==> config.mk <==
export PLATFORM = sky130hd
export DESIGN_NAME = tmr_top
export DESIGN_NICKNAME = d
export VERILOG_FILES = /design/src/design/tmr_pkg.sv /design/src/design/tmr_reg_if.sv /design/src/design/tmr_channel.sv /design/src/design/tmr_host_port.sv /design/src/design/tmr_readback.sv /design/src/design/tmr_top.sv
export VERILOG_INCLUDE_DIRS = /design/src /design/src/design
export SDC_FILE = /design/constraint.sdc
export NUM_CORES = 1
export LEC_CHECK = 0
export ABC_CLOCK_PERIOD_IN_PS = 46700
export BUFFER_PORTS_ARGS = -buffer_cell sky130_fd_sc_hd__clkbuf_2
export CORE_ASPECT_RATIO = 1.75
export CORE_UTILIZATION = 37
export CTS_BUF_LIST = sky130_fd_sc_hd__clkbuf_4
export DETAILED_ROUTE_END_ITERATION = 10
export PLACE_DENSITY = 0.59
export SETUP_SLACK_MARGIN = 0.3
export SLEW_MARGIN = 5
export SYNTH_ARGS = -nofsm -noshare
export SYNTH_HDL_FRONTEND = slang
export SYNTH_SLANG_ARGS = --single-unit
==> constraint.sdc <==
create_clock -name clk -period 46.7 [get_ports clk]
set_input_delay 14.01 -clock clk [delete_from_list [all_inputs] [get_ports clk]]
set_output_delay 14.01 -clock clk [all_outputs]
set_load 0.05 [all_outputs]
==> src/design/tmr_config.svh <==
`ifndef TMR_CONFIG_SVH
`define TMR_CONFIG_SVH

// data and register width
`define TMR_WIDTH 32

// number of timer channels, 2, 4 or 8
`define TMR_CHANNELS 4

// channel index field in the address
// must be wide enough for TMR_CHANNELS
`define TMR_CH_BITS 2

// register select field in the address
`define TMR_REG_BITS 2

// full bus address, channel index on top
`define TMR_ADDR_BITS (`TMR_CH_BITS + `TMR_REG_BITS)

// extra cycles allowed past the stimulus length
`define TMR_TIMEOUT_MARGIN 50

`endif

==> src/design/tmr_pkg.sv <==
`include "tmr_config.svh"

package tmr_pkg;

   // register select within one channel
   typedef enum logic [`TMR_REG_BITS-1:0] {
      REG_CTRL = `TMR_REG_BITS'd0,
      REG_AR   = `TMR_REG_BITS'd1,
      REG_CNTR = `TMR_REG_BITS'd2,
      REG_STAT = `TMR_REG_BITS'd3
   } tmr_reg_e;

   // bus operation, decoded from cs and wen
   typedef enum logic [1:0] {
      OP_IDLE  = 2'd0,
      OP_WRITE = 2'd1,
      OP_READ  = 2'd2
   } tmr_op_e;

endpackage

==> src/design/tmr_reg_if.sv <==
`include "tmr_config.svh"

interface tmr_reg_if;
   import tmr_pkg::*;

   // channel addressed this cycle
   logic                  sel;
   // decoded bus operation
   tmr_op_e               op;
   // register within the channel
   tmr_reg_e              reg_sel;
   logic [`TMR_WIDTH-1:0] wdata;
   // combinational read data from the channel
   logic [`TMR_WIDTH-1:0] rdata;

   // host side drives the access
   modport host (
      output sel,
      output op,
      output reg_sel,
      output wdata,
      input  rdata
   );

   // channel side answers it
   modport channel (
      input  sel,
      input  op,
      input  reg_sel,
      input  wdata,
      output rdata
   );

endinterface

==> src/design/tmr_channel.sv <==
`include "tmr_config.svh"

module tmr_channel (
   input  logic       clk,
   input  logic       io_clk,
   tmr_reg_if.channel bus,
   output logic       irq
);
   import tmr_pkg::*;

   // bit 0 enable, bit 1 interrupt enable
   logic [`TMR_WIDTH-1:0] control;
   logic [`TMR_WIDTH-1:0] ar;
   logic [`TMR_WIDTH-1:0] counter;
   // sticky overflow
   logic                  ovf;

   logic wr;
   logic ctrl_wr;
   logic ar_wr;
   logic cntr_load;
   logic ovf_clr;
   logic enable;
   logic ar_reached;

   // write decode for this channel
   assign wr        = bus.sel && (bus.op == OP_WRITE);
   assign ctrl_wr   = wr && (bus.reg_sel == REG_CTRL);
   assign ar_wr     = wr && (bus.reg_sel == REG_AR);
   assign cntr_load = wr && (bus.reg_sel == REG_CNTR);
   // write 1 to status bit 1 to clear
   assign ovf_clr   = wr && (bus.reg_sel == REG_STAT) && bus.wdata[1];

   assign enable     = control[0];
   assign ar_reached = (counter == ar);

   // control register
   always_ff @(posedge clk, posedge io_clk)
   begin
      if (io_clk)
         control <= '0;
      else if (ctrl_wr)
         control <= bus.wdata;
   end

   // auto-reload register
   always_ff @(posedge clk, posedge io_clk)
   begin
      if (io_clk)
         ar <= '0;
      else if (ar_wr)
         ar <= bus.wdata;
   end

   // counter, a load wins over counting
   always_ff @(posedge clk, posedge io_clk)
   begin
      if (io_clk)
         counter <= '0;
      else if (cntr_load)
         counter <= bus.wdata;
      else if (enable)
      begin
         // wrap to zero once it equals ar
         if (ar_reached)
            counter <= '0;
         else
            counter <= counter + 1'b1;
      end
   end

   // overflow flag, clear has priority
   always_ff @(posedge clk, posedge io_clk)
   begin
      if (io_clk)
         ovf <= 1'b0;
      else if (ovf_clr)
         ovf <= 1'b0;
      else if (enable && !cntr_load && ar_reached)
         ovf <= 1'b1;
   end

   // read mux, combinational from reg_sel
   always_comb
   begin
      case (bus.reg_sel)
         REG_CTRL: bus.rdata = control;
         REG_AR:   bus.rdata = ar;
         REG_CNTR: bus.rdata = counter;
         // overflow in bit 1, enable mirror in bit 0
         REG_STAT: bus.rdata = {{(`TMR_WIDTH-2){1'b0}}, ovf, enable};
         default:  bus.rdata = counter;
      endcase
   end

   // gated by interrupt enable
   assign irq = ovf & control[1];

endmodule

==> src/design/tmr_host_port.sv <==
`include "tmr_config.svh"

module tmr_host_port (
   input  logic                     clk,
   input  logic                     io_clk,
   input  logic                     cs,
   input  logic                     wen,
   input  logic [`TMR_ADDR_BITS-1:0] addr,
   input  logic [`TMR_WIDTH-1:0]    din,
   tmr_reg_if.host                  ch [`TMR_CHANNELS],
   output logic [`TMR_CH_BITS-1:0]  rd_ch
);
   import tmr_pkg::*;

   tmr_op_e                 op;
   tmr_reg_e                reg_sel;
   logic [`TMR_CH_BITS-1:0] ch_idx;

   // classify the cycle, plain strobes and no handshake
   always_comb
   begin
      if (!cs)
         op = OP_IDLE;
      else if (wen)
         op = OP_WRITE;
      else
         op = OP_READ;
   end

   // channel index sits above the register select
   assign ch_idx  = addr[`TMR_ADDR_BITS-1:`TMR_REG_BITS];
   assign reg_sel = tmr_reg_e'(addr[`TMR_REG_BITS-1:0]);

   // one-hot select, everything else broadcast
   for (genvar i = 0; i < `TMR_CHANNELS; i++)
   begin : g_ch
      assign ch[i].sel     = (op != OP_IDLE) && (ch_idx == `TMR_CH_BITS'(i));
      assign ch[i].op      = op;
      assign ch[i].reg_sel = reg_sel;
      assign ch[i].wdata   = din;
   end

   // live index so readback captures at the read edge
   assign rd_ch = ch_idx;

endmodule

==> src/design/tmr_readback.sv <==
`include "tmr_config.svh"

module tmr_readback (
   input  logic                    clk,
   input  logic                    io_clk,
   input  logic [`TMR_CH_BITS-1:0] rd_ch,
   input  logic                    rd_stb,
   input  logic [`TMR_WIDTH-1:0]   ch_rdata [`TMR_CHANNELS],
   input  logic [`TMR_CHANNELS-1:0] ch_irq,
   output logic [`TMR_WIDTH-1:0]   dout,
   output logic                    irq,
   output logic [`TMR_CHANNELS-1:0] irq_vec
);

   logic [`TMR_WIDTH-1:0] rd_sel;
   logic                  rd_valid_ch;

   // index field may cover more than the channel count
   assign rd_valid_ch = (32'(rd_ch) < `TMR_CHANNELS);

   // pick the addressed channel
   always_comb
   begin
      if (rd_valid_ch)
         rd_sel = ch_rdata[rd_ch];
      else
         rd_sel = '0;
   end

   // holding register, loads at the read edge
   // and keeps its value until the next read
   always_ff @(posedge clk, posedge io_clk)
   begin
      if (io_clk)
         dout <= '0;
      else if (rd_stb)
         dout <= rd_sel;
   end

   // per-channel lines straight out
   assign irq_vec = ch_irq;

   // summary line
   assign irq = |ch_irq;

endmodule

==> src/design/tmr_top.sv <==
`include "tmr_config.svh"

module tmr_top (
   input  logic                      clk,
   input  logic                      io_clk,
   input  logic                      cs,
   input  logic                      wen,
   input  logic [`TMR_ADDR_BITS-1:0] addr,
   input  logic [`TMR_WIDTH-1:0]     din,
   output logic [`TMR_WIDTH-1:0]     dout,
   output logic                      irq,
   output logic [`TMR_CHANNELS-1:0]  irq_vec
);

   // one register interface per channel
   tmr_reg_if ch_if [`TMR_CHANNELS] ();

   logic [`TMR_CH_BITS-1:0]  rd_ch;
   logic                     rd_stb;
   logic [`TMR_WIDTH-1:0]    ch_rdata [`TMR_CHANNELS];
   logic [`TMR_CHANNELS-1:0] ch_irq;

   // read strobe, same cycle as the access
   assign rd_stb = cs & ~wen;

   tmr_host_port u_host_port (
      .clk    (clk),
      .io_clk (io_clk),
      .cs     (cs),
      .wen    (wen),
      .addr   (addr),
      .din    (din),
      .ch     (ch_if),
      .rd_ch  (rd_ch)
   );

   // identical channels
   for (genvar i = 0; i < `TMR_CHANNELS; i++)
   begin : g_chan
      tmr_channel u_channel (
         .clk    (clk),
         .io_clk (io_clk),
         .bus    (ch_if[i]),
         .irq    (ch_irq[i])
      );

      // flatten read data for the readback
      assign ch_rdata[i] = ch_if[i].rdata;
   end

   tmr_readback u_readback (
      .clk      (clk),
      .io_clk   (io_clk),
      .rd_ch    (rd_ch),
      .rd_stb   (rd_stb),
      .ch_rdata (ch_rdata),
      .ch_irq   (ch_irq),
      .dout     (dout),
      .irq      (irq),
      .irq_vec  (irq_vec)
   );

endmodule

# Word level (Yosys, flattened, before mapping)
# Index checks and enable logic that the tools add are counted.
# totals
inputBits,40
regBits,420
# op_classes
n_eq_ne,11
bitwise,7
mux,29
n_reduce_logical,52
add_sub_neg,4
n_lt_le_gt_ge,1
# ops
operator,count
$pmux W32 S4,4
$mux W32,14
$add A32 B1 Y32 const B,4
$eq A32 B32 Y1,4
$bmux W32 S2,1
$logic_and A1 B1 Y1,36
$reduce_bool A2 Y1,9
$eq A2 B2 Y1 const B,4
$mux W1,8
$eq A2 B1 Y1 const B,3
$and A1 B1 Y1,5
$logic_not A1 Y1,4
$logic_not A2 Y1,2
$mux W2,2
$reduce_or A4 Y1,1
$ge A3 B3 Y1 const B,1
$not A2 Y3,1
$not A1 Y1,1

# Depth between registers and ports, before layout
# Gate-level depths: netlist of run 1.
# logic_depth
ltp_word,11
depth_mapped,10
ltp_nobuf,7

# Hierarchy
# A second synthesis of run 1 with hierarchy kept.
# unflattened
hier_cells,2581
hier_area_um2,26364.0
# by_module_without_submodules
module,area_each_um2,cells_each,n_inst
tmr_channel (g_chan[0].u_channel ...),5831.8,569,2
tmr_channel (g_chan[1].u_channel ...),5614.1,554,2
tmr_readback,2327.2,184,1
tmr_host_port,1131.1,150,1
tmr_top,13.8,1,1

# Worst setup path before layout of run 1
# No wires, ideal clock.
# synth_path
kind,input port to flip-flop
start,input port addr[0]
end,register g_chan[3].u_channel.control[10]
path_stages,6
path_slack_ps,30942
setup_ps,125
arrival_time_ps,15633
path_buffers,4
path_cell_list,buf_2 -> buf_2 -> clkbuf_1 -> nor3_1 -> buf_2 -> mux2_2
# synth_between
elab_chain_len,2
# synth_lines
element,line,rtl
start: declaration,tmr_top.sv:8,"input logic [`TMR_ADDR_BITS-1:0] addr,"
$logic_not A2 Y1,tmr_channel.sv:28,assign ctrl_wr = wr && (bus.reg_sel == REG_CTRL);
$logic_and A1 B1 Y1,tmr_channel.sv:28,
end signal: assignment,tmr_channel.sv:43,control <= bus.wdata;
end: declaration,tmr_channel.sv:12,logic [`TMR_WIDTH-1:0] control;
# Every way passes these cells.
# A chain may end at the register's enable or synchronous reset.

==> qor.yml, run 1 <==
run_status:
  outcome: "finished, violations left"
  violations: "DRC"
floorplan:
  die_w_um: 197
  rows: 125
  die_h_um: 344
  io_pins: 77
  die_area_um2: 67900
  initial_core_util_pct: 37.4
  core_area_um2: 66200
final_layout:
  fin_nets: 2501
  fillers: 6474
  area_growth_pct: 8.63
  drive_gt1_share_pct: 26.6
  fin_cells: 3419
critical_path:
  critical_path_class: "in -> async"
  crit_path_max_fanout: 128
  crit_top_cell: "buf_4"
  r2r_cells: 6
  critical_path_required_ns: 47.56
  critical-path-slowest-cell: "buf_4"
  critPathLaunchType: "primary input"
  crit_arrival_ns: 17.47
  cp_cell_sequence: "clkbuf_2 -> inv_8 -> buf_4 -> buf_4 -> buf_4"
  end_kind: "asynchronous set/reset pin"
  cpPeakStageDelay_ns: 0.87
timing:
  max_freq_ghz: 0.0602
  fin_tns_setup_ns: 0
  worstMarginPinSlew_ns: 1.27
  drv_slew: 0
  slew_headroom_pct: 14.8
  setup_viol: 0
  fin_crit_ns: 16.61
  hold_viol_final: 0
  rsz0062_at_grt: "false"
  min_period_over_period_pct: 35.6
  clock_skew_ns: 0.0427
placement:
  port_buffers: 76
  hpwlAfterDp_um: 66500
  gp_congestion: 0.990
  dp_cells: 3242
hold_path:
  hp-class: "reg -> reg"
  holdPathStages: 1
cts:
  cts_sinks: 420
  cts_root_buf: "clkbuf_4"
  cts_tree: "done"
  cts_made_buffers: 101
  clock_latency_ns: 0.87
  clk_pin_slew_ns: 0.08
  htree_levels: 3
  cts_resized: 0
  cts-hold-fix-buffers: 0
  post_cts_buffers: 0
  clock_path_buffers: 3
yosys:
  yosysTopAreaCell: "dfrtp_1"
  synth_commonest_cells: "dfrtp_1, mux2_2, nor2_1"
  syn_area_per_cell_um2: 10.0
  synth.area.top_cells: "dfrtp_1, mux2_2, xor2_1, mux2i_1, a21oi_1"
  synthCells: 2470
  synth-main-ff-cell: "dfrtp_1"
  ys_types: 83
  synth_top_area_share_pct: 42.5
  synth.most_common_cell: "dfrtp_1"
  synth-seq-cells: 420
  synth_nets: 2514
  yosysWarnings: 0
  yosysSeqAreaShare_pct: 42.5
  async_flop_share_pct: 100
  synth-edff-count: 0
  synthesis.area_um2: 24700
global_routing:
  met3_usage_pct: 4.04
  grt.total_usage_pct: 28.3
  grt_remaining_overflow: 0
  grt_util_met1_pct: 30.5
  grt-busiest-layer: "met2"
  grt_pass1_wl_um: 140000
  antenna_found_initial: 5
  grt_max_degree: 129
  use_met2_pct: 49.2
  grt_pass1_vias: 20700
route:
  drc_errors: 2
  via_count: 21000
  drt-initial-drc-count: 2066
  antenna_left: 0
  viasPerCell: 6.13
  drtPass1Iterations: 9
  wl_um: 95300
  wl_per_cell_um: 27.9
power_and_ir_drop:
  vdd_drop_max_mv: 0.0179
  powerDensity_nw_per_um2: 46.1
  leakagePower_nw: 11.4
run:
  maxCapViolations: 0
==> cells by family after synthesis <==
logic type	Yosys count	synth area share [%]
AND/OR/NAND/NOR	689	14.4
AO/OA/AOI/OAI	536	14.3
flip-flops	420	42.5
multiplexers	409	19.0
buffers and inverters	284	5.06
XOR/XNOR	128	4.53
adder cells (fa/ha/maj)	4	0.202
==> per-stage QoR <==
stage | hold slack (ns) | worst slack [ns] | total power, mW | util, % | area, µm²
2_1_floorplan | 0.475 | 21.00 | 0.773 | - | 24700
3_3_place_gp | 0.483 | 29.17 | 0.911 | 38.6 | 25600
3_5_place_dp | 0.491 | 29.10 | 0.921 | 38.6 | 25600
4_1_cts | 0.505 | 30.02 | 1.24 | 40.6 | 26800
5_1_grt | 0.509 | 29.61 | 1.30 | 40.6 | 26900
6_report | 0.505 | 30.09 | 1.24 | 40.6 | 26900
==> final timing paths <==
kind,end,startpoint,slack (ns)
max in group clk,irq,g_chan[2].u_channel.control[1],30.22
min in group asynchronous,g_chan[2].u_channel.control[24],io_clk,13.32
hold / removal,g_chan[2].u_channel.control[13],g_chan[2].u_channel.control[13],0.50
setup / recovery,g_chan[1].u_channel.counter[12],io_clk,30.09
setup reg to reg,g_chan[0].u_channel.counter[21],g_chan[0].u_channel.counter[4],42.85
hold reg to reg,g_chan[2].u_channel.control[13],g_chan[2].u_channel.control[13],0.50
==> sequential cells by signal (all words and copies together), names as in the netlist <==
signal                    flops
g_chan.u_channel.ar         128
g_chan.u_channel.control    128
g_chan.u_channel.counter    128
g_chan.u_channel.ovf          4
u_readback.dout              32
==> where the power goes <==
part	switching (mW)	internal, mW
Clock	0.157	0.157
Sequential	0.0965	0.438
Combinational	0.242	0.149
Total	0.496	0.743
==> layout make-up <==
cell class                 count  area (µm²)  area share, %
multi-input combinational   1766       13000           48.5
sequential                   420       10500           39.1
clock buffer                 151        1130           4.22
tap                          889        1110           4.14
timing repair buffer         124         749           2.79
inverter                      44         173          0.643
clock inverter                22         136          0.508
antenna                        3        7.51         0.0279
==> placed cells by master (no fill, tap or decap), drive strengths merged, types with 62 or more instances in the layout <==
| cell | count |
|---|---|
| dfrtp | 420 |
| mux2 | 302 |
| clkbuf | 226 |
| nor2 | 184 |
| a21oi | 167 |
| nand2 | 139 |
| xor2 | 128 |
| o21ai | 116 |
| mux2i | 88 |
| nand3 | 87 |
| nor3 | 62 |
==> critical path: cells and delay by family <==
kind	cells	cell delay, ns
buf+inv	5	3.15
==> per-layer routing <==
| metal | part of all wire (%) | up-vias |
|---|---|---|
| li1 | - | 9095 |
| met1 | 35 | 10600 |
| met2 | 50 | 960 |
| met3 | 5.7 | 302 |
| met4 | 8.8 | 4 |
| met5 | 0.023 | - |
(Power assumes the default switching activity.)
==> run 2: changes to the inputs <==
ABC_AREA = 1   (was default)
ABC_CLOCK_PERIOD_IN_PS = 14530   (was 46700)
PLACE_DENSITY = 0.61   (was 0.59)
clock period = 14.53 ns   (was 46.7 ns; I/O delays follow)
==> run 2 against run 1 <==
The flow now finishes without violations. Combinational power increased to 3.2 times the previous value. Synthesized area down 1.0%. Core utilization rose by 0.16 points. Critical endpoint is now g_chan[1].u_channel.ar[24]. Critical path depth rose by 3. Via count up 12%. Count of clock-buffer cells in the layout down 7. Total power rose to 3.3 times the previous value. Critical path type is now in -> reg.
==> qor.yml, run 2 <==
run_status:
  outcome: "finished clean"  # was finished, violations left
cts:
  clock_latency_ns: 0.90  # was 0.87 ns
  clock_path_buffers: 3  # unchanged
  cts_root_buf: "clkbuf_4"  # unchanged
  cts-hold-fix-buffers: 0  # unchanged
  cts_resized: 0  # unchanged
  cts_sinks: 420  # unchanged
  clk_pin_slew_ns: 0.07  # was 0.08 ns
  cts_made_buffers: 101  # unchanged
  cts_tree: "done"  # unchanged
  htree_levels: 3  # unchanged
  post_cts_buffers: 0  # unchanged
final_layout:
  area_growth_pct: 8.78  # was 8.63%
  drive_gt1_share_pct: 8.79  # was 26.6%
  largestRegisters: "g_chan.u_channel.ar x128, g_chan.u_channel.control x128, g_chan.u_channel.counter x128"  # unchanged
  layout_commonest_cell: "nand2_1"  # was dfrtp_1
  multiInputGateArea_um2: 12000  # was 13,000 µm²
  fin_nets: 3444  # was 2,501
  fin_cells: 4357  # was 3,419
  regArea_um2: 10500  # unchanged
  fin_util_pct: 40.8  # was 40.6%
  fillers: 7038  # was 6,474
  most-common-layout-cells: "nand2_1, dfrtp_1, o21ai_0"  # was dfrtp_1, mux2_2, nor2_1
floorplan:
  io_pins: 77  # unchanged
  die_h_um: 342  # was 344 µm
  initial_core_util_pct: 37.5  # was 37.4%
  die_area_um2: 67200  # was 67,900 µm²
  rows: 124  # was 125
  core_area_um2: 65300  # was 66,200 µm²
  die_w_um: 196  # was 197 µm
power_and_ir_drop:
  switching_share_pct: 41.4  # was 40.0%
  p_switching_mw: 1.67  # was 0.496 mW
  powerDensity_nw_per_um2: 152  # was 46.1 nW/µm²
  pwr-share-comb_pct: 31.0  # was 31.6%
  power_mw: 4.05  # was 1.24 mW
  clockPowerShare_pct: 24.8  # was 25.3%
  leakagePower_nw: 12.0  # was 11.4 nW
  vdd_drop_max_mv: 0.0563  # was 0.0179 mV
  seq_power_share_pct: 44.2  # was 43.1%
  p_int_mw: 2.37  # was 0.743 mW
global_routing:
  grt_remaining_overflow: 0  # unchanged
  grt_pass1_vias: 23100  # was 20,700
  grt_max_degree: 72  # was 129
  grt_pass1_wl_um: 146000  # was 140,000 µm
  antenna_found_initial: 4  # was 5
  grt.total_usage_pct: 29.6  # was 28.3%
timing:
  slew_headroom_pct: 20.1  # was 14.8%
  min_period_over_period_pct: 49.0
  max_freq_ghz: 0.140
  rsz0062_at_grt: "false"  # unchanged
  setup_viol: 0  # unchanged
  worstMarginPinSlew_ns: 1.19  # was 1.27 ns
  drv_slew: 0  # unchanged
  hold_slack_ns: 0.484  # was 0.505 ns
  hold_viol_final: 0  # unchanged
  fin_crit_ns: 7.12
  fin_tns_setup_ns: 0  # unchanged
  clock_skew_ns: 0.0805  # was 0.0427 ns
route:
  drc_errors: 0  # was 2
  via_count: 23500  # was 21,000
  wl_um: 99400  # was 95,300 µm
  viasPerCell: 5.39  # was 6.13
  antenna_left: 0  # unchanged
  drt-initial-drc-count: 1983  # was 2,066
  drtPass1Iterations: 7  # was 9
  wl_per_cell_um: 22.8  # was 27.9 µm
yosys:
  synth-seq-cells: 420  # unchanged
  synth.area.top_cells: "dfrtp_1, nand2_1, o21ai_0, inv_1, nor2_1"  # was dfrtp_1, mux2_2, xor2_1, mux2i_1, a21oi_1
  synth.most_common_cell: "nand2_1"  # was dfrtp_1
  async_flop_share_pct: 100  # unchanged
  yosysTopAreaCell: "dfrtp_1"  # unchanged
  yosysWarnings: 0  # unchanged
  synthesis.area_um2: 24500  # was 24,700 µm²
  ys_types: 37  # was 83
  synth-edff-count: 0  # unchanged
  synthCells: 3382  # was 2,470
  synth_nets: 3426  # was 2,514
  synth_commonest_cells: "nand2_1, dfrtp_1, o21ai_0"  # was dfrtp_1, mux2_2, nor2_1
  synth-main-ff-cell: "dfrtp_1"  # unchanged
  synth_top_area_share_pct: 42.9  # was 42.5%
  syn_area_per_cell_um2: 7.24  # was 10.0 µm²
  yosysSeqAreaShare_pct: 42.9  # was 42.5%
critical_path:
  critical-path-slowest-cell: "nand2_2"  # was buf_4
  cp_cell_sequence: "clkbuf_2 -> inv_2 -> nand2_2 -> buf_4 -> clkinv_2 -> buf_4 -> nand2_2 -> o21ai_0"  # was clkbuf_2 -> inv_8 -> buf_4 -> buf_4 -> buf_4
  critPathLaunchType: "primary input"  # unchanged
  critical_path_class: "in -> reg"  # was in -> async
  r2r_cells: 10  # was 6
  crit_path_max_fanout: 64  # was 128
  crit_arrival_ns: 7.81  # was 17.47 ns
  end_kind: "flop"  # was asynchronous set/reset pin
  cpPeakStageDelay_ns: 0.94  # was 0.87 ns
  critical_path_required_ns: 15.22  # was 47.56 ns
hold_path:
  holdPathStages: 2  # was 1
  hp-class: "reg -> reg"  # unchanged
placement:
  hpwlAfterDp_um: 72200  # was 66,500 µm
  port_buffers: 76  # unchanged
  gp_congestion: 1.03  # was 0.990
  dp_cells: 4179  # was 3,242
run:
  maxCapViolations: 0  # unchanged
## run 2: cell types whose count changed in the layout (fill, tap and decap cells not counted), sizes merged, moves of 61 or more
cell | previous run | this run
a21oi | 167 | 35
inv | 44 | 307
mux2 | 302 | 0
mux2i | 88 | 0
nand2 | 139 | 1205
nor2 | 184 | 245
o211ai | 6 | 72
o21ai | 116 | 296
o21bai | 1 | 66
o22ai | 4 | 110
xnor2 | 0 | 93
## run 2: path summary, 6_finish.rpt
path,start,endpoint,slack (ns)
worst max-delay path,addr[1],g_chan[1].u_channel.ar[24],7.41
min in group asynchronous,io_clk,g_chan[0].u_channel.control[0],3.65
worst min-delay path,u_readback.dout[3],u_readback.dout[3],0.48
worst max register to register,g_chan[0].u_channel.counter[20],g_chan[0].u_channel.counter[20],11.49
max in group asynchronous,io_clk,g_chan[2].u_channel.control[27],8.82
worst min register to register,u_readback.dout[3],u_readback.dout[3],0.48
## run 2: cell families (layout without fill, tap and decap cells)
group / after synthesis / in the layout / share of synthesized area [%]
and+or+nand+nor: 1685 / 1685 / 27.8
DFF: 420 / 420 / 42.9
adders and majority gates: 4 / 4 / 0.204
other: 0 / 4 / 0
buffers and inverters: 495 / 584 / 8.13
AOI/OAI and AO/OA: 615 / 615 / 15.1
xor gates and xnor gates: 163 / 163 / 5.83
## run 2: power groups by stage
stage	Combinational, mW	Sequential (mW)	Clock, mW
after floorplan	0.892	1.71	0
after global placement	1.23	1.79	0
after detailed placement	1.24	1.80	0
after CTS	1.25	1.78	1.02
after global routing	1.39	1.82	1.07
final	1.25	1.79	1.01
## run 2: cell type report
class	instances	share of cell area, %
Sequential cell	420	39.5
Multi-Input combinational cell	2467	45.1
Antenna cell	4	0.0376
Tap cell	882	4.14
Clock buffer	144	4.06
Clock inverter	30	0.644
Inverter	309	4.38
Timing Repair Buffer	101	2.13
## run 2: worst max-delay path: cells and delay by family
kind | cells | cell delay (ns)
buf+inv | 5 | 2.17
simple gates | 2 | 1.00
compound gates | 1 | 0.18
## run 2: routing by layer
metal | share of wire (%) | up-vias | track usage, %
li1 | - | 11000 | -
met1 | 36 | 11300 | 31.0
met2 | 51 | 837 | 52.9
met3 | 4.7 | 309 | 3.91
met4 | 8.7 | 2 | 23.4
met5 | 0.016 | - | 0
## run 2: through the flow
stage / area [µm²] / setup WS [ns]
2_1_floorplan: 24500 / 4.51
3_3_place_gp: 25400 / 6.61
3_5_place_dp: 25400 / 6.54
4_1_cts: 26600 / 7.46
5_1_grt: 26600 / 7.19
6_report: 26600 / 7.41
